<file path="src/radio_ctrl_pkg.sv">
// Radio control package with the settings map, widths, reset values and readback indices
package radio_ctrl_pkg;

   // Settings bus
   localparam int unsigned SET_ADDR_W = 8;
   localparam int unsigned SET_DATA_W = 32;

   // Misc register block
   localparam logic [SET_ADDR_W-1:0] SR_MISC        = 8'd0;
   localparam logic [SET_ADDR_W-1:0] SR_SER_OFS     = 8'd1;
   localparam logic [SET_ADDR_W-1:0] SR_ADC_OFS     = 8'd2;
   localparam logic [SET_ADDR_W-1:0] SR_LED_OFS     = 8'd3;
   localparam logic [SET_ADDR_W-1:0] SR_PHY_OFS     = 8'd4;
   localparam logic [SET_ADDR_W-1:0] SR_LED_SRC_OFS = 8'd6;

   // VITA time block, control bit 0 set loads now, clear loads at next PPS
   localparam logic [SET_ADDR_W-1:0] SR_TIME64     = 8'd10;
   localparam logic [SET_ADDR_W-1:0] TIME_HI_OFS   = 8'd0;
   localparam logic [SET_ADDR_W-1:0] TIME_LO_OFS   = 8'd1;
   localparam logic [SET_ADDR_W-1:0] TIME_CTRL_OFS = 8'd2;

   // ATR GPIO block
   localparam logic [SET_ADDR_W-1:0] SR_GPIO      = 8'd184;
   localparam logic [SET_ADDR_W-1:0] ATR_IDLE_OFS = 8'd0;
   localparam logic [SET_ADDR_W-1:0] ATR_RX_OFS   = 8'd1;
   localparam logic [SET_ADDR_W-1:0] ATR_TX_OFS   = 8'd2;
   localparam logic [SET_ADDR_W-1:0] ATR_FDX_OFS  = 8'd3;
   localparam logic [SET_ADDR_W-1:0] ATR_DDR_OFS  = 8'd4;

   // LEDs, a 1 in the source word hands that LED to hardware
   localparam int unsigned LED_W = 8;
   localparam logic [LED_W-1:0] LED_SRC_RESET = 8'h1E;

   localparam int unsigned GPIO_W = 32;
   localparam int unsigned TIME_W = 64;

   // Readback words
   localparam int unsigned RB_ADDR_W = 4;
   localparam logic [RB_ADDR_W-1:0] RB_GPIO    = 4'd9;
   localparam logic [RB_ADDR_W-1:0] RB_TIME_HI = 4'd10;
   localparam logic [RB_ADDR_W-1:0] RB_TIME_LO = 4'd11;
   localparam logic [RB_ADDR_W-1:0] RB_COMPAT  = 4'd12;
   localparam logic [RB_ADDR_W-1:0] RB_STATUS  = 4'd13;
   localparam logic [RB_ADDR_W-1:0] RB_PPS_HI  = 4'd14;
   localparam logic [RB_ADDR_W-1:0] RB_PPS_LO  = 4'd15;

   // Major in the upper half, minor in the lower half
   localparam logic [SET_DATA_W-1:0] COMPAT_NUM = {16'd9, 16'd0};

endpackage

</file>
<file path="src/setting_reg.sv">
// Settings register that loads on its own bus address and flags each write
`timescale 1ns/1ns

module setting_reg #(
   parameter logic [radio_ctrl_pkg::SET_ADDR_W-1:0] my_addr = '0,
   parameter int unsigned width = 32,
   parameter logic [width-1:0] at_reset = '0
) (
   input  logic                                  dsp_clk,
   input  logic                                  rst_n_i,
   input  logic                                  set_stb_i,
   input  logic [radio_ctrl_pkg::SET_ADDR_W-1:0] set_addr_i,
   input  logic [radio_ctrl_pkg::SET_DATA_W-1:0] set_data_i,
   output logic [width-1:0]                      value_o,
   output logic                                  changed_o
);

   logic hit;

   // Address decode for this register only
   assign hit = set_stb_i && (set_addr_i == my_addr);

   always_ff @(posedge dsp_clk or negedge rst_n_i) begin
      if (!rst_n_i) begin
         value_o   <= at_reset;
         changed_o <= 1'b0;
      end else begin
         changed_o <= hit;
         if (hit) begin
            value_o <= set_data_i[width-1:0];
         end
      end
   end

endmodule

</file>
<file path="src/misc_ctrl.sv">
// Misc control registers for SERDES, ADC, PHY reset and the LED hardware/software select
`timescale 1ns/1ns

module misc_ctrl (
   input  logic                                  dsp_clk,
   input  logic                                  rst_n_i,
   input  logic                                  set_stb_i,
   input  logic [radio_ctrl_pkg::SET_ADDR_W-1:0] set_addr_i,
   input  logic [radio_ctrl_pkg::SET_DATA_W-1:0] set_data_i,
   input  logic                                  run_rx_i,
   input  logic                                  run_tx_i,
   input  logic                                  clk_status_i,
   input  logic                                  serdes_link_up_i,
   input  logic                                  good_sync_i,
   output logic                                  ser_enable_o,
   output logic                                  ser_prbsen_o,
   output logic                                  ser_loopen_o,
   output logic                                  ser_rx_en_o,
   output logic                                  adc_oe_a_o,
   output logic                                  adc_on_a_o,
   output logic                                  adc_oe_b_o,
   output logic                                  adc_on_b_o,
   output logic                                  phy_reset_n_o,
   output logic [radio_ctrl_pkg::LED_W-1:0]      leds_o
);

   logic [3:0]                         ser_bits;
   logic [3:0]                         adc_bits;
   logic                               phy_reset;
   logic [radio_ctrl_pkg::LED_W-1:0]   led_sw;
   logic [radio_ctrl_pkg::LED_W-1:0]   led_src;
   logic [radio_ctrl_pkg::LED_W-1:0]   led_hw;

   setting_reg #(
      .my_addr(radio_ctrl_pkg::SR_MISC + radio_ctrl_pkg::SR_SER_OFS), .width(4)
   ) u_sr_ser (
      .dsp_clk(dsp_clk), .rst_n_i(rst_n_i), .set_stb_i(set_stb_i), .set_addr_i(set_addr_i),
      .set_data_i(set_data_i), .value_o(ser_bits), .changed_o()
   );

   setting_reg #(
      .my_addr(radio_ctrl_pkg::SR_MISC + radio_ctrl_pkg::SR_ADC_OFS), .width(4)
   ) u_sr_adc (
      .dsp_clk(dsp_clk), .rst_n_i(rst_n_i), .set_stb_i(set_stb_i), .set_addr_i(set_addr_i),
      .set_data_i(set_data_i), .value_o(adc_bits), .changed_o()
   );

   setting_reg #(
      .my_addr(radio_ctrl_pkg::SR_MISC + radio_ctrl_pkg::SR_LED_OFS),
      .width(radio_ctrl_pkg::LED_W)
   ) u_sr_led (
      .dsp_clk(dsp_clk), .rst_n_i(rst_n_i), .set_stb_i(set_stb_i), .set_addr_i(set_addr_i),
      .set_data_i(set_data_i), .value_o(led_sw), .changed_o()
   );

   setting_reg #(
      .my_addr(radio_ctrl_pkg::SR_MISC + radio_ctrl_pkg::SR_LED_SRC_OFS),
      .width(radio_ctrl_pkg::LED_W), .at_reset(radio_ctrl_pkg::LED_SRC_RESET)
   ) u_sr_led_src (
      .dsp_clk(dsp_clk), .rst_n_i(rst_n_i), .set_stb_i(set_stb_i), .set_addr_i(set_addr_i),
      .set_data_i(set_data_i), .value_o(led_src), .changed_o()
   );

   setting_reg #(
      .my_addr(radio_ctrl_pkg::SR_MISC + radio_ctrl_pkg::SR_PHY_OFS), .width(1)
   ) u_sr_phy (
      .dsp_clk(dsp_clk), .rst_n_i(rst_n_i), .set_stb_i(set_stb_i), .set_addr_i(set_addr_i),
      .set_data_i(set_data_i), .value_o(phy_reset), .changed_o()
   );

   assign {ser_enable_o, ser_prbsen_o, ser_loopen_o, ser_rx_en_o} = ser_bits;
   assign {adc_oe_a_o, adc_on_a_o, adc_oe_b_o, adc_on_b_o}        = adc_bits;

   // PHY held in reset only while software sets bit 0
   assign phy_reset_n_o = ~phy_reset;

   // Status shown by LEDs under hardware control
   assign led_hw = {3'b000, run_tx_i, run_rx_i, clk_status_i,
                    serdes_link_up_i & good_sync_i, 1'b0};

   assign leds_o = (led_src & led_hw) | (~led_src & led_sw);

endmodule

</file>
<file path="src/vita_time_64.sv">
// 64-bit VITA time counter with immediate or PPS-timed load and PPS time latch
`timescale 1ns/1ns

module vita_time_64 (
   input  logic                                  dsp_clk,
   input  logic                                  rst_n_i,
   input  logic                                  set_stb_i,
   input  logic [radio_ctrl_pkg::SET_ADDR_W-1:0] set_addr_i,
   input  logic [radio_ctrl_pkg::SET_DATA_W-1:0] set_data_i,
   input  logic                                  pps_i,
   output logic [radio_ctrl_pkg::TIME_W-1:0]     vita_time_o,
   output logic [radio_ctrl_pkg::TIME_W-1:0]     vita_time_pps_o,
   output logic                                  pps_int_o,
   output logic                                  good_sync_o
);

   logic [radio_ctrl_pkg::SET_DATA_W-1:0] time_hi;
   logic [radio_ctrl_pkg::SET_DATA_W-1:0] time_lo;
   logic                                  load_now;
   logic                                  ctrl_changed;
   logic [1:0]                            pps_sync;
   logic                                  pps_d;
   logic                                  pps_edge;
   logic                                  armed;

   setting_reg #(
      .my_addr(radio_ctrl_pkg::SR_TIME64 + radio_ctrl_pkg::TIME_HI_OFS),
      .width(radio_ctrl_pkg::SET_DATA_W)
   ) u_sr_hi (
      .dsp_clk(dsp_clk), .rst_n_i(rst_n_i), .set_stb_i(set_stb_i), .set_addr_i(set_addr_i),
      .set_data_i(set_data_i), .value_o(time_hi), .changed_o()
   );

   setting_reg #(
      .my_addr(radio_ctrl_pkg::SR_TIME64 + radio_ctrl_pkg::TIME_LO_OFS),
      .width(radio_ctrl_pkg::SET_DATA_W)
   ) u_sr_lo (
      .dsp_clk(dsp_clk), .rst_n_i(rst_n_i), .set_stb_i(set_stb_i), .set_addr_i(set_addr_i),
      .set_data_i(set_data_i), .value_o(time_lo), .changed_o()
   );

   // Control write fires the load, bit 0 picks now or next PPS
   setting_reg #(
      .my_addr(radio_ctrl_pkg::SR_TIME64 + radio_ctrl_pkg::TIME_CTRL_OFS), .width(1)
   ) u_sr_ctrl (
      .dsp_clk(dsp_clk), .rst_n_i(rst_n_i), .set_stb_i(set_stb_i), .set_addr_i(set_addr_i),
      .set_data_i(set_data_i), .value_o(load_now), .changed_o(ctrl_changed)
   );

   ////////////////////////////////////////////////////////////////////////////
   // PPS synchronizer and rising edge detect
   always_ff @(posedge dsp_clk or negedge rst_n_i) begin
      if (!rst_n_i) begin
         pps_sync <= 2'b00;
         pps_d    <= 1'b0;
      end else begin
         pps_sync <= {pps_sync[0], pps_i};
         pps_d    <= pps_sync[1];
      end
   end

   assign pps_edge = pps_sync[1] & ~pps_d;

   ////////////////////////////////////////////////////////////////////////////
   // Counter, arm flag and PPS latch
   always_ff @(posedge dsp_clk or negedge rst_n_i) begin
      if (!rst_n_i) begin
         vita_time_o     <= '0;
         vita_time_pps_o <= '0;
         armed           <= 1'b0;
         good_sync_o     <= 1'b0;
         pps_int_o       <= 1'b0;
      end else begin
         pps_int_o <= pps_edge;
         if (ctrl_changed && load_now) begin
            vita_time_o <= {time_hi, time_lo};
            armed       <= 1'b0;
         end else if (pps_edge && armed) begin
            // Time at this PPS edge is the loaded value
            vita_time_o     <= {time_hi, time_lo};
            vita_time_pps_o <= {time_hi, time_lo};
            armed           <= 1'b0;
            good_sync_o     <= 1'b1;
         end else begin
            vita_time_o <= vita_time_o + 1'b1;
            if (pps_edge) begin
               vita_time_pps_o <= vita_time_o;
            end
            if (ctrl_changed) begin
               armed <= 1'b1;
            end
         end
      end
   end

endmodule

</file>
<file path="src/gpio_atr.sv">
// ATR GPIO bank, pin outputs follow the idle, rx, tx or full-duplex state
`timescale 1ns/1ns

module gpio_atr (
   input  logic                                  dsp_clk,
   input  logic                                  rst_n_i,
   input  logic                                  set_stb_i,
   input  logic [radio_ctrl_pkg::SET_ADDR_W-1:0] set_addr_i,
   input  logic [radio_ctrl_pkg::SET_DATA_W-1:0] set_data_i,
   input  logic                                  run_rx_i,
   input  logic                                  run_tx_i,
   input  logic [radio_ctrl_pkg::GPIO_W-1:0]     gpio_i,
   output logic [radio_ctrl_pkg::GPIO_W-1:0]     gpio_o,
   output logic [radio_ctrl_pkg::GPIO_W-1:0]     gpio_oe_o,
   output logic [radio_ctrl_pkg::GPIO_W-1:0]     gpio_readback_o
);

   logic [radio_ctrl_pkg::GPIO_W-1:0] atr_idle;
   logic [radio_ctrl_pkg::GPIO_W-1:0] atr_rx;
   logic [radio_ctrl_pkg::GPIO_W-1:0] atr_tx;
   logic [radio_ctrl_pkg::GPIO_W-1:0] atr_fdx;

   setting_reg #(
      .my_addr(radio_ctrl_pkg::SR_GPIO + radio_ctrl_pkg::ATR_IDLE_OFS),
      .width(radio_ctrl_pkg::GPIO_W)
   ) u_sr_idle (
      .dsp_clk(dsp_clk), .rst_n_i(rst_n_i), .set_stb_i(set_stb_i), .set_addr_i(set_addr_i),
      .set_data_i(set_data_i), .value_o(atr_idle), .changed_o()
   );

   setting_reg #(
      .my_addr(radio_ctrl_pkg::SR_GPIO + radio_ctrl_pkg::ATR_RX_OFS),
      .width(radio_ctrl_pkg::GPIO_W)
   ) u_sr_rx (
      .dsp_clk(dsp_clk), .rst_n_i(rst_n_i), .set_stb_i(set_stb_i), .set_addr_i(set_addr_i),
      .set_data_i(set_data_i), .value_o(atr_rx), .changed_o()
   );

   setting_reg #(
      .my_addr(radio_ctrl_pkg::SR_GPIO + radio_ctrl_pkg::ATR_TX_OFS),
      .width(radio_ctrl_pkg::GPIO_W)
   ) u_sr_tx (
      .dsp_clk(dsp_clk), .rst_n_i(rst_n_i), .set_stb_i(set_stb_i), .set_addr_i(set_addr_i),
      .set_data_i(set_data_i), .value_o(atr_tx), .changed_o()
   );

   setting_reg #(
      .my_addr(radio_ctrl_pkg::SR_GPIO + radio_ctrl_pkg::ATR_FDX_OFS),
      .width(radio_ctrl_pkg::GPIO_W)
   ) u_sr_fdx (
      .dsp_clk(dsp_clk), .rst_n_i(rst_n_i), .set_stb_i(set_stb_i), .set_addr_i(set_addr_i),
      .set_data_i(set_data_i), .value_o(atr_fdx), .changed_o()
   );

   // Direction, a 1 drives the pin
   setting_reg #(
      .my_addr(radio_ctrl_pkg::SR_GPIO + radio_ctrl_pkg::ATR_DDR_OFS),
      .width(radio_ctrl_pkg::GPIO_W)
   ) u_sr_ddr (
      .dsp_clk(dsp_clk), .rst_n_i(rst_n_i), .set_stb_i(set_stb_i), .set_addr_i(set_addr_i),
      .set_data_i(set_data_i), .value_o(gpio_oe_o), .changed_o()
   );

   always_comb begin
      case ({run_tx_i, run_rx_i})
         2'b00:   gpio_o = atr_idle;
         2'b01:   gpio_o = atr_rx;
         2'b10:   gpio_o = atr_tx;
         default: gpio_o = atr_fdx;
      endcase
   end

   // Pin sample for readback
   always_ff @(posedge dsp_clk) begin
      gpio_readback_o <= gpio_i;
   end

endmodule

</file>
<file path="src/readback_mux.sv">
// Registered readback mux selecting one of sixteen 32-bit status words
`timescale 1ns/1ns

module readback_mux (
   input  logic                                  dsp_clk,
   input  logic                                  rst_n_i,
   input  logic [radio_ctrl_pkg::RB_ADDR_W-1:0]  rb_addr_i,
   input  logic [radio_ctrl_pkg::GPIO_W-1:0]     gpio_rb_i,
   input  logic [radio_ctrl_pkg::TIME_W-1:0]     vita_time_i,
   input  logic [radio_ctrl_pkg::TIME_W-1:0]     vita_time_pps_i,
   input  logic [radio_ctrl_pkg::SET_DATA_W-1:0] status_i,
   output logic [radio_ctrl_pkg::SET_DATA_W-1:0] rb_data_o
);

   logic [radio_ctrl_pkg::SET_DATA_W-1:0] rb_sel;

   // Words of blocks not in this core read zero
   always_comb begin
      case (rb_addr_i)
         radio_ctrl_pkg::RB_GPIO:    rb_sel = gpio_rb_i;
         radio_ctrl_pkg::RB_TIME_HI: rb_sel = vita_time_i[63:32];
         radio_ctrl_pkg::RB_TIME_LO: rb_sel = vita_time_i[31:0];
         radio_ctrl_pkg::RB_COMPAT:  rb_sel = radio_ctrl_pkg::COMPAT_NUM;
         radio_ctrl_pkg::RB_STATUS:  rb_sel = status_i;
         radio_ctrl_pkg::RB_PPS_HI:  rb_sel = vita_time_pps_i[63:32];
         radio_ctrl_pkg::RB_PPS_LO:  rb_sel = vita_time_pps_i[31:0];
         default:                    rb_sel = '0;
      endcase
   end

   always_ff @(posedge dsp_clk or negedge rst_n_i) begin
      if (!rst_n_i) begin
         rb_data_o <= '0;
      end else begin
         rb_data_o <= rb_sel;
      end
   end

endmodule

</file>
<file path="src/radio_ctrl_core.sv">
// Radio control plane top, settings bus fan-out to misc, time, GPIO and readback blocks
`timescale 1ns/1ns

module radio_ctrl_core (
   input  logic                                  dsp_clk,
   input  logic                                  rst_n_i,
   input  logic                                  set_stb_i,
   input  logic [radio_ctrl_pkg::SET_ADDR_W-1:0] set_addr_i,
   input  logic [radio_ctrl_pkg::SET_DATA_W-1:0] set_data_i,
   input  logic [radio_ctrl_pkg::RB_ADDR_W-1:0]  rb_addr_i,
   input  logic                                  pps_i,
   input  logic                                  run_rx_i,
   input  logic                                  run_tx_i,
   input  logic                                  clk_status_i,
   input  logic                                  serdes_link_up_i,
   input  logic [radio_ctrl_pkg::GPIO_W-1:0]     gpio_i,
   output logic                                  ser_enable_o,
   output logic                                  ser_prbsen_o,
   output logic                                  ser_loopen_o,
   output logic                                  ser_rx_en_o,
   output logic                                  adc_oe_a_o,
   output logic                                  adc_on_a_o,
   output logic                                  adc_oe_b_o,
   output logic                                  adc_on_b_o,
   output logic                                  phy_reset_n_o,
   output logic [radio_ctrl_pkg::LED_W-1:0]      leds_o,
   output logic [radio_ctrl_pkg::GPIO_W-1:0]     gpio_o,
   output logic [radio_ctrl_pkg::GPIO_W-1:0]     gpio_oe_o,
   output logic                                  pps_int_o,
   output logic [radio_ctrl_pkg::SET_DATA_W-1:0] rb_data_o
);

   logic [radio_ctrl_pkg::TIME_W-1:0]     vita_time;
   logic [radio_ctrl_pkg::TIME_W-1:0]     vita_time_pps;
   logic                                  good_sync;
   logic [radio_ctrl_pkg::GPIO_W-1:0]     gpio_readback;
   logic [radio_ctrl_pkg::SET_DATA_W-1:0] status;

   ////////////////////////////////////////////////////////////////////////////
   // Misc control and LEDs
   misc_ctrl u_misc (
      .dsp_clk(dsp_clk), .rst_n_i(rst_n_i),
      .set_stb_i(set_stb_i), .set_addr_i(set_addr_i), .set_data_i(set_data_i),
      .run_rx_i(run_rx_i), .run_tx_i(run_tx_i), .clk_status_i(clk_status_i),
      .serdes_link_up_i(serdes_link_up_i), .good_sync_i(good_sync),
      .ser_enable_o(ser_enable_o), .ser_prbsen_o(ser_prbsen_o),
      .ser_loopen_o(ser_loopen_o), .ser_rx_en_o(ser_rx_en_o),
      .adc_oe_a_o(adc_oe_a_o), .adc_on_a_o(adc_on_a_o),
      .adc_oe_b_o(adc_oe_b_o), .adc_on_b_o(adc_on_b_o),
      .phy_reset_n_o(phy_reset_n_o), .leds_o(leds_o)
   );

   ////////////////////////////////////////////////////////////////////////////
   // VITA time
   vita_time_64 u_time (
      .dsp_clk(dsp_clk), .rst_n_i(rst_n_i),
      .set_stb_i(set_stb_i), .set_addr_i(set_addr_i), .set_data_i(set_data_i),
      .pps_i(pps_i), .vita_time_o(vita_time), .vita_time_pps_o(vita_time_pps),
      .pps_int_o(pps_int_o), .good_sync_o(good_sync)
   );

   ////////////////////////////////////////////////////////////////////////////
   // GPIO and readback
   gpio_atr u_gpio (
      .dsp_clk(dsp_clk), .rst_n_i(rst_n_i),
      .set_stb_i(set_stb_i), .set_addr_i(set_addr_i), .set_data_i(set_data_i),
      .run_rx_i(run_rx_i), .run_tx_i(run_tx_i), .gpio_i(gpio_i),
      .gpio_o(gpio_o), .gpio_oe_o(gpio_oe_o), .gpio_readback_o(gpio_readback)
   );

   // Clock status at bit 11, SERDES link at bit 10
   assign status = {20'd0, clk_status_i, serdes_link_up_i, 10'd0};

   readback_mux u_rb (
      .dsp_clk(dsp_clk), .rst_n_i(rst_n_i), .rb_addr_i(rb_addr_i),
      .gpio_rb_i(gpio_readback), .vita_time_i(vita_time),
      .vita_time_pps_i(vita_time_pps), .status_i(status), .rb_data_o(rb_data_o)
   );

endmodule

</file>
<file path="config.mk">
export PLATFORM = sky130hd
export DESIGN_NAME = radio_ctrl_core
export DESIGN_NICKNAME = d
export VERILOG_FILES = /design/src/radio_ctrl_pkg.sv /design/src/setting_reg.sv /design/src/misc_ctrl.sv /design/src/vita_time_64.sv /design/src/gpio_atr.sv /design/src/readback_mux.sv /design/src/radio_ctrl_core.sv
export SDC_FILE = /design/constraint.sdc
export NUM_CORES = 1
export LEC_CHECK = 0
export ABC_CLOCK_PERIOD_IN_PS = 4900
export BUFFER_PORTS_ARGS = -buffer_cell sky130_fd_sc_hd__buf_2
export CAP_MARGIN = 20
export CORE_MARGIN = 5
export CORE_UTILIZATION = 65
export CTS_BUF_LIST = sky130_fd_sc_hd__clkbuf_4 sky130_fd_sc_hd__clkbuf_8
export DETAILED_ROUTE_END_ITERATION = 7
export GPL_TIMING_DRIVEN = 0
export PLACE_DENSITY = 0.86
export SETUP_SLACK_MARGIN = 0.05
export SLEW_MARGIN = 20
export SYNTH_ARGS = -nofsm -noshare
export SYNTH_HDL_FRONTEND = slang
export SYNTH_SLANG_ARGS = --single-unit
</file>
<file path="constraint.sdc">
create_clock -name dsp_clk -period 4.9 [get_ports dsp_clk]
set_clock_uncertainty 0.05 [all_clocks]
set_input_delay 1.225 -clock dsp_clk [delete_from_list [all_inputs] [get_ports dsp_clk]]
set_output_delay 1.225 -clock dsp_clk [all_outputs]
set_load 0.005 [all_outputs]
</file>
* Word-level counts from Yosys, hierarchy flattened
Index checks and enable logic that the tools add are counted.
** Word-level totals
- RAM bits :: 0
- Memories :: 0
- Latch bits :: 0
- Memory bits (read-only) :: 0
- Register bits :: 449
- Input bits :: 84
** Operators by class
- Equal/unequal tests :: 22
- Reductions and logical operators :: 20
- Order comparisons :: 0
- Multiply operators :: 0
- Divide/modulo/power cells :: 0
- Mux-type cells :: 9
- Bitwise gates (word level) :: 9
- Shifts and indexed selects :: 0
- $add $sub $neg :: 1
** Operator list (number)
- $mux 64 :: 4
- $pmux 32 s7 :: 1
- $pmux 32 s3 :: 1
- $add 64x1->64 const B :: 1
- $eq 8x8->1 const B :: 5
- $eq 4x4->1 const B :: 7
- $eq 8x4->1 const B :: 3
- $eq 8x2->1 const B :: 2
- $eq 8x3->1 const B :: 2
- $logic_and 1x1->1 :: 15
- $and 8x5->8 :: 1
- $and 8x8->8 :: 1
- $eq 8x1->1 const B :: 1
- $not 8->8 :: 1
- $or 8x8->8 :: 1
- $reduce_and 2->1 :: 2
- $mux 1 :: 3
- $not 1->1 :: 3
- $reduce_bool 3->1 :: 1
- $and 1x1->1 :: 2
- $eq 2x1->1 const B :: 1
- $eq 2x2->1 const B :: 1
- $logic_not 2->1 :: 1
- $reduce_bool 2->1 :: 1

* Longest topological paths before layout
Gate-level depths: netlist (run 1).
- Word-level depth :: 5
- Gate-level depth with buffers :: 8
- Depth with buffers taken out :: 6

* Hierarchy
A second synthesis (run 1) with hierarchy kept.
** Unflattened totals
- Cells, all modules :: 1657
- Area total of the unflattened synthesis :: 21309.2 um^2
** By module, submodules not included
- vita_time_64 :: area an instance 6766.5 um^2, sequential area each 3353.2 um^2, cells an instance 756, instances 1
- setting_reg (u_gpio.u_sr_rx ...) :: area an instance 1275.0 um^2, sequential area each 825.8 um^2, cells an instance 71, instances 2
- readback_mux :: area an instance 2476.1 um^2, sequential area each 800.8 um^2, cells an instance 236, instances 1
- gpio_atr :: area an instance 1455.1 um^2, sequential area each 640.6 um^2, cells an instance 71, instances 1
- setting_reg (u_gpio.u_sr_idle) :: area an instance 1395.1 um^2, sequential area each 825.8 um^2, cells an instance 72, instances 1
- setting_reg (u_time.u_sr_hi) :: area an instance 1387.6 um^2, sequential area each 825.8 um^2, cells an instance 72, instances 1
- setting_reg (u_gpio.u_sr_fdx) :: area an instance 1272.5 um^2, sequential area each 825.8 um^2, cells an instance 71, instances 1
- setting_reg (u_time.u_sr_lo) :: area an instance 1260.0 um^2, sequential area each 825.8 um^2, cells an instance 71, instances 1
- setting_reg (u_gpio.u_sr_ddr) :: area an instance 1258.7 um^2, sequential area each 825.8 um^2, cells an instance 71, instances 1
- setting_reg (u_misc.u_sr_adc ...) :: area an instance 219.0 um^2, sequential area each 125.1 um^2, cells an instance 14, instances 2
- setting_reg (u_misc.u_sr_led) :: area an instance 385.4 um^2, sequential area each 225.2 um^2, cells an instance 22, instances 1
- setting_reg (u_misc.u_sr_led_src) :: area an instance 379.1 um^2, sequential area each 230.2 um^2, cells an instance 21, instances 1
- setting_reg (u_time.u_sr_ctrl) :: area an instance 102.6 um^2, sequential area each 50.0 um^2, cells an instance 6, instances 1
- setting_reg (u_misc.u_sr_phy) :: area an instance 91.3 um^2, sequential area each 50.0 um^2, cells an instance 6, instances 1
- +2 rows

* Worst setup path after synthesis (run 1)
Ideal clock, no wire load.
- Path type :: input -> output
- Start :: input port run_rx_i
- End :: output port gpio_o[10] (netlist name)
- Arrival time :: 2611 ps
- Stages :: 3
- Data required time :: 3625 ps
- Setup slack :: 1014 ps
- Path buffers :: 2
- Cells stage by stage :: clkbuf_1 -> buf_1 -> mux4_2
** Between the ends
- Longest elaborated chain between the ends :: 2
** Ends and longest elaborated chain
- start: declaration :: RTL line radio_ctrl_core.sv:12 : input logic run_rx_i,
- $eq 2x2->1, or another cell as far along :: RTL line gpio_atr.sv:65 : case ({run_tx_i, run_rx_i})
- $pmux 32 s3 (*) :: RTL line gpio_atr.sv:65
- end: declaration :: RTL line radio_ctrl_core.sv:27 : output logic [radio_ctrl_pkg::GPIO_W-1:0] gpio_o,
Mark *: on every way between the ends. The rest lies on a longest branch, timed or not.

* Worst setup path in the final report (run 1)
- Start :: input port run_rx_i
- End :: output port gpio_o[3] (netlist name)
The elaborated chain is that of the path after synthesis.

==> out/results.tsv, run 1 <==
metric	value	unit
status	completed	
die_w	182	um
start_kind	input port	
tns	0	ns
cp_max_fo	10	
pre_cts_ws	0.426	ns
drv_slew	0	
crit_required	3.62	ns
postSynthCellCount	1581	
synth_ff_type	dfrtp_1	
intPower	6.26	mW
ys_seq_area_frac	0.575	
maxSlewHeadroom	0.245	
grt_usage	0.327	
synth_area	19300	um^2
cts_sinks	449	
power_frac_comb	0.100	
routed_wl	54000	um
p_per_area	383	nW/um^2
cts_hold_buf	0	
clock_latency	0.59	ns
p_clk_frac	0.397	
hold_path.class	reg2reg	
clk_pin_slew_worst_paths	0.06	ns
synth_warnings	0	
yosys-top-cells-area	dfrtp_1 54%, mux2_2 15%, mux4_2 3.7%	
via_per_inst	6.43	
drive_gt1_frac	0.339	
synth.distinct_cells	56	
syn_nets	1666	
synth_edf_count	0	
gp_congestion	0.998	
yosysTopAreaCell	dfrtp_1	
async_reset_ff_frac	0.929	
grtUsageMet2	0.512	
worstMarginPinSlew	1.12	ns
gr-total-overflow	0	
setup_ws	0.472	ns
fillers	1862	
max_clock_freq	226	MHz
grt_use_met1	0.460	
synth.avg_cell_area	12.2	um^2
ir_drop	0.268	mV
critPathCaptureType	output port	
avgRoutedWirePerCell	23.5	um
finalCritPeriodShare	0.904	
busiest_layer	met2	
total_power	8.56	mW
clock_path_buffers	3	
ys_ff_latch	449	
diodes	0	
critPathSlowestCell	buf_1	
crit_arrival	3.15	ns
cts.repair.resized	0	
max_cap_violations	0	
drtAntennaViolNets	0	
worstSetupPathType	in2out	
swShare	0.269	
vias	14800	
grt_max_degree	105	
core	29500	um^2
grt_pass1_wl	85700	um
post_cts_buffers	0	
cts_root_buffer	clkbuf_8	
drt_iter0_drc	1721	
die_area	33200	um^2
grt_antenna_before_repair	0	
port_buffers	192	
chipHeight	182	um
num_rows	63	
synth_top_area_frac	0.537	
rsz0062_at_grt	false	
finalNetCount	1937	
timing.final.crit_period	4.43	ns
slowest_delay	0.74	ns
first_pass_iters	8	
hold_viol_final	0	
cts_buffers	73	
ios	198	
cts_tree	built	
grt_pass1_vias	15300	
drc	0	
p_leak	10.7	nW
final-setup-viol-count	0	
seq_power_share	0.503	
cts_htree_levels	3	
met3_usage	0.0763	
path_cells	clkbuf_1, buf_1, mux4_2, buf_2	
start_util	0.653	
hpwl	37900	um
switchingPower	2.30	mW
syn_to_final_growth	16.1	%
[through the flow]
stage	area [um^2]	hold WS, ns	cells	utilization
floorplan	19300	0.281	1581	-
global placement	20700	0.285	2163	0.703
detailed placement	20800	0.286	2167	0.707
CTS	22400	0.303	2296	0.759
global route	22400	0.314	2296	0.759
finish	22400	0.307	2296	0.759
[sequential cells by signal, summed over array words and instances (netlist names), 2 cells and up]
register and count:
u_time.vita_time_o 64, u_gpio.u_sr_idle.value_o 32, u_misc.u_sr_adc.value_o 4, u_misc.u_sr_ser.value_o 4
u_gpio.u_sr_fdx.value_o 32, u_rb.rb_data_o 32, u_gpio.u_sr_rx.value_o 32, u_gpio.gpio_readback_o 32
u_time.vita_time_pps_o 64, u_time.u_sr_lo.value_o 32, u_time.u_sr_hi.value_o 32, u_misc.u_sr_led_src.value_o 8
u_misc.u_sr_led.value_o 8, u_time.pps_sync 2, u_gpio.u_sr_ddr.value_o 32, u_gpio.u_sr_tx.value_o 32
[per-layer routing]
metal  vias to the layer above  part of all wire
li1                       6298                 -
met2                       977              0.46
met4                         0             0.032
met3                       138              0.11
met1                      7349              0.40
met5                         -                 0
[cells by family (layout without fill, tap and decap cells)]
| family | Yosys count | in the layout | synth area share |
|---|---|---|---|
| muxes | 289 | 289 | 0.187 |
| buffers and inverters | 122 | 447 | 0.0255 |
| DFF | 449 | 449 | 0.575 |
| and+or+nand+nor | 401 | 401 | 0.104 |
| adders and majority gates | 1 | 1 | 0.000649 |
| AOI/OAI and AO/OA | 274 | 274 | 0.0863 |
| xor gates and xnor gates | 45 | 45 | 0.0205 |
[worst paths after layout]
path / from / end / slack, ns / cells past startpoint
min reg2reg: u_time.pps_sync[0] / u_time.pps_sync[1] / 0.31 / 0
min in group asynchronous: rst_n_i / u_time.vita_time_pps_o[41] / 0.52 / 1
max reg2reg: u_time.vita_time_o[20] / u_time.vita_time_o[53] / 2.00 / 6
max: run_rx_i / gpio_o[3] / 0.47 / 4
max in group asynchronous: rst_n_i / u_misc.u_sr_led_src.value_o[4] / 2.53 / 4
min: u_time.pps_sync[0] / u_time.pps_sync[1] / 0.31 / 0
[cells in the final DEF (no fill, tap or decap), types with 32 or more instances in the layout]
| cell type | synthesis | final |
|---|---|---|
| clkbuf_1 | 79 | 79 |
| o22ai_1 | 64 | 64 |
| a22oi_1 | 64 | 64 |
| nand2_1 | 179 | 179 |
| mux2_2 | 254 | 254 |
| o21ai_0 | 120 | 120 |
| mux4_2 | 32 | 32 |
| dfxtp_1 | 32 | 32 |
| buf_2 | 16 | 207 |
| dfrtp_1 | 413 | 413 |
| nand3_1 | 64 | 64 |
| clkbuf_8 | 0 | 85 |
[synth_stat cells (all sizes together), types with 3 or more instances]
cell,count
o31ai,4
clkbuf,80
nor4,15
nor3b,3
xnor2,31
nor2b,10
and2,9
dfxtp,32
or3,10
xor2,14
nand3,64
mux2,254
dfrtp,413
a31oi,13
nand3b,5
and3,12
nor2,28
nand4,24
o22ai,64
a22oi,64
or4,6
nand2b,3
o21ai,120
nand2,179
mux2i,3
and4,10
buf,31
nor3,16
mux4,32
dfstp,4
inv,11
[worst max-delay path, delay by kind of cell]
kind	cells	cell delay [ns]
mux	1	0.63
buf+inv	3	1.29
[power groups by stage]
| stage | Clock [mW] | Sequential [mW] | Combinational (mW) |
|---|---|---|---|
| after floorplan | 0 | 4.24 | 0.470 |
| after global placement | 0 | 4.33 | 0.781 |
| after detailed placement | 0 | 4.35 | 0.828 |
| after CTS | 3.43 | 4.29 | 0.839 |
| after global routing | 3.61 | 4.33 | 0.938 |
| final | 3.40 | 4.31 | 0.852 |
[area by class of cell]
cell class,count,area (um^2),area share
Sequential cell,449,11100,0.495
Multi-Input combinational cell,1010,7690,0.344
Clock buffer,113,1380,0.0617
Timing Repair Buffer,196,1080,0.0483
Tap cell,390,488,0.0218
Buffer,111,449,0.0201
Clock inverter,16,153,0.00683
Inverter,11,41.3,0.00185
Power figures use the tool's default switching activity.
==> inputs of run 2 (changes only) <==
--- a/config.mk
+++ b/config.mk
@@ -5,6 +5,7 @@
 export SDC_FILE = /design/constraint.sdc
 export NUM_CORES = 1
 export LEC_CHECK = 0
+export ABC_AREA = 1
 export ABC_CLOCK_PERIOD_IN_PS = 4900
 export BUFFER_PORTS_ARGS = -buffer_cell sky130_fd_sc_hd__buf_2
 export CAP_MARGIN = 20
==> out/results.tsv, run 2 <==
metric	value	unit	change
drtAntennaViolNets	0		unchanged
worstSetupPathType	in2out		
num_rows	64		+1.6%
drc	0		unchanged
max_cap_violations	0		unchanged
clock_latency	0.62	ns	+0.03 ns
grt_pass1_vias	19800		+29%
finalCritPeriodShare	0.805		-0.0984
final-setup-viol-count	0		unchanged
p_per_area	405	nW/um^2	+5.8%
rr_endpoint	u_time.vita_time_o[62]		
syn_to_final_growth	15.6	%	
worst_hold_startpoint	u_time.pps_sync[0]		
crit_required	3.62	ns	about the same
yosys-top-cells-count	724 x nand2_1, 413 x dfrtp_1, 317 x o21ai_0, 239 x inv_1, 151 x nor2_1		
via_per_inst	6.30		-2.0%
cts_root_buffer	clkbuf_8		
reg_top3	u_time.vita_time_o (64), u_time.vita_time_pps_o (64)		
yosys-top-cells-area	dfrtp_1 52%, nand2_1 14%, o21ai_0 7.9%		
synth.distinct_cells	43		-23%
routed_wl	74800	um	+38%
ff2ff_path_depth	10		+4
top_layer	met5		
avgRoutedWirePerCell	23.9	um	+1.7%
r2r-start	u_time.vita_time_o[0]		
max_clock_freq	253	MHz	+12%
start_kind	input port		
synth_ff_type	dfrtp_1		
timing.final.crit_period	3.95	ns	-0.482 ns
finalNetCount	2760		+42%
die_area	34400	um^2	+3.7%
final_cell_mix	724 x nand2_1, 413 x dfrtp_1, 317 x o21ai_0, 239 x inv_1, 219 x buf_2		
cts_htree_levels	3		unchanged
hold_depth	0		unchanged
cp_max_fo	10		unchanged
grt_antenna_before_repair	1		+1
die_w	186	um	+1.9%
cts_sinks	449		unchanged
crit_arrival	2.67	ns	-0.48 ns
port_buffers	197		+2.6%
clk_pin_slew_worst_paths	0.06	ns	about the same
postSynthCellCount	2401		+52%
r2r_slack	2.55	ns	+0.55 ns
diodes	0		unchanged
wl_met2	33700	um	+35%
dr_wl_met3	9170	um	+55%
critPathCaptureType	output port		
maxSlewHeadroom	0.267		+0.0220
synth_area	20000	um^2	+4.0%
cts_tree	built		
ys_seq_area_frac	0.553		-0.0219
post_cts_buffers	0		unchanged
gp_congestion	1.09		+9.3%
layout_commonest_cell	nand2_1		
cts.repair.resized	0		unchanged
worstMarginPinSlew	1.10	ns	-0.0244 ns
ys_ff_latch	449		unchanged
final_core_util	0.759		about the same
syn_nets	2486		+49%
wl_met1	26800	um	+26%
dpl_cell_area	21600	um^2	+3.8%
hpwl	53800	um	+42%
cts_hold_buf	0		unchanged
drv_slew	0		unchanged
grt_pass1_wl	114000	um	+32%
drt_iter0_drc	2707		+57%
hold_viol_final	0		unchanged
clock_path_buffers	3		unchanged
gr-total-overflow	0		unchanged
drive_gt1_frac	0.152		-0.188
rsz0062_at_grt	false		
hold_end	u_time.pps_sync[1]		
first_pass_iters	7		-1
cts_buffers	71		-2.7%
total_power	9.37	mW	+9.5%
synth_edf_count	0		unchanged
synth_warnings	0		unchanged
yosysTopAreaCell	dfrtp_1		
grt_max_degree	109		+3.8%
hold_path.class	reg2reg		
synth.avg_cell_area	8.34	um^2	-32%
core	30500	um^2	+3.5%
chipHeight	186	um	+1.9%
yosysMostFrequentCell	nand2_1		
p_leak	11.5	nW	+7.3%
async_reset_ff_frac	0.929		unchanged
start_util	0.656		+0.00295
synth_top_area_frac	0.516		-0.0204
ir_drop	0.265	mV	-1.3%
status	completed		
final_area	23200	um^2	+3.5%
grt_usage	0.439		+0.112
ios	198		unchanged
vias	19700		+33%
run 2: worst max-delay path by stage:
| stage | start | to | slack, ns | depth (start not counted) |
|---|---|---|---|---|
| detailed placement | run_tx_i | gpio_o[12] | 1.06 | 7 |
| CTS | run_rx_i | gpio_o[11] | 1.02 | 6 |
| finish | run_rx_i | gpio_o[11] | 0.95 | 6 |
| global placement | rst_n_i | u_gpio.u_sr_idle.value_o[19] | -5.28 | 1 |
| floorplan | run_tx_i | gpio_o[10] | 1.72 | 5 |
| global route | run_rx_i | gpio_o[11] | 0.89 | 6 |
run 2: power breakdown:
part	switching [mW]	leakage [nW]	internal [mW]	total, mW
clock network	1.54	0.820	1.89	3.44
logic	0.944	4.75	0.456	1.40
registers	0.397	5.90	4.14	4.54
total	2.88	11.5	6.49	9.37
run 2: worst max-delay path, cell delays in order:
cell and delay, ns:
buf_2 0.15, nor2_1 0.30, clkbuf_1 0.56, nand2_1 0.14
nand4_1 0.16, buf_2 0.14
run 2: cells by family after synthesis:
kind of cell | synth area share
adder cells (fa/ha/maj) | 0.000625
XOR/XNOR | 0.00612
multiplexers | 0.00512
buffers and inverters | 0.0697
flip-flops | 0.553
AO/OA/AOI/OAI | 0.147
AND/OR/NAND/NOR | 0.218
run 2: layout make-up:
type / instances / area [um^2]
Multi-Input combinational cell: 1594 / 7550
Inverter: 244 / 918
Clock buffer: 113 / 1370
Clock inverter: 16 / 158
Tap cell: 396 / 495
Fill cell: 2057 / 7360
Timing Repair Buffer: 201 / 1110
Sequential cell: 449 / 11100
Buffer: 114 / 478
run 2: metal layers:
layer  global-route usage  vias to the layer above
met1                0.563                     9323
met2                0.688                     1583
li1                     -                     8404
met4                0.246                        2
met5                    0                        -
met3                0.109                      387
run 2: stage by stage:
step	setup TNS, ns	std cells	worst slack [ns]	hold slack (ns)
floorplan	0	2401	1.72	0.281
global placement	-2167.81	2994	-5.28	0.284
detailed placement	0	2998	1.06	0.309
CTS	0	3127	1.02	0.321
global route	0	3127	0.885	0.333
finish	0	3127	0.954	0.316
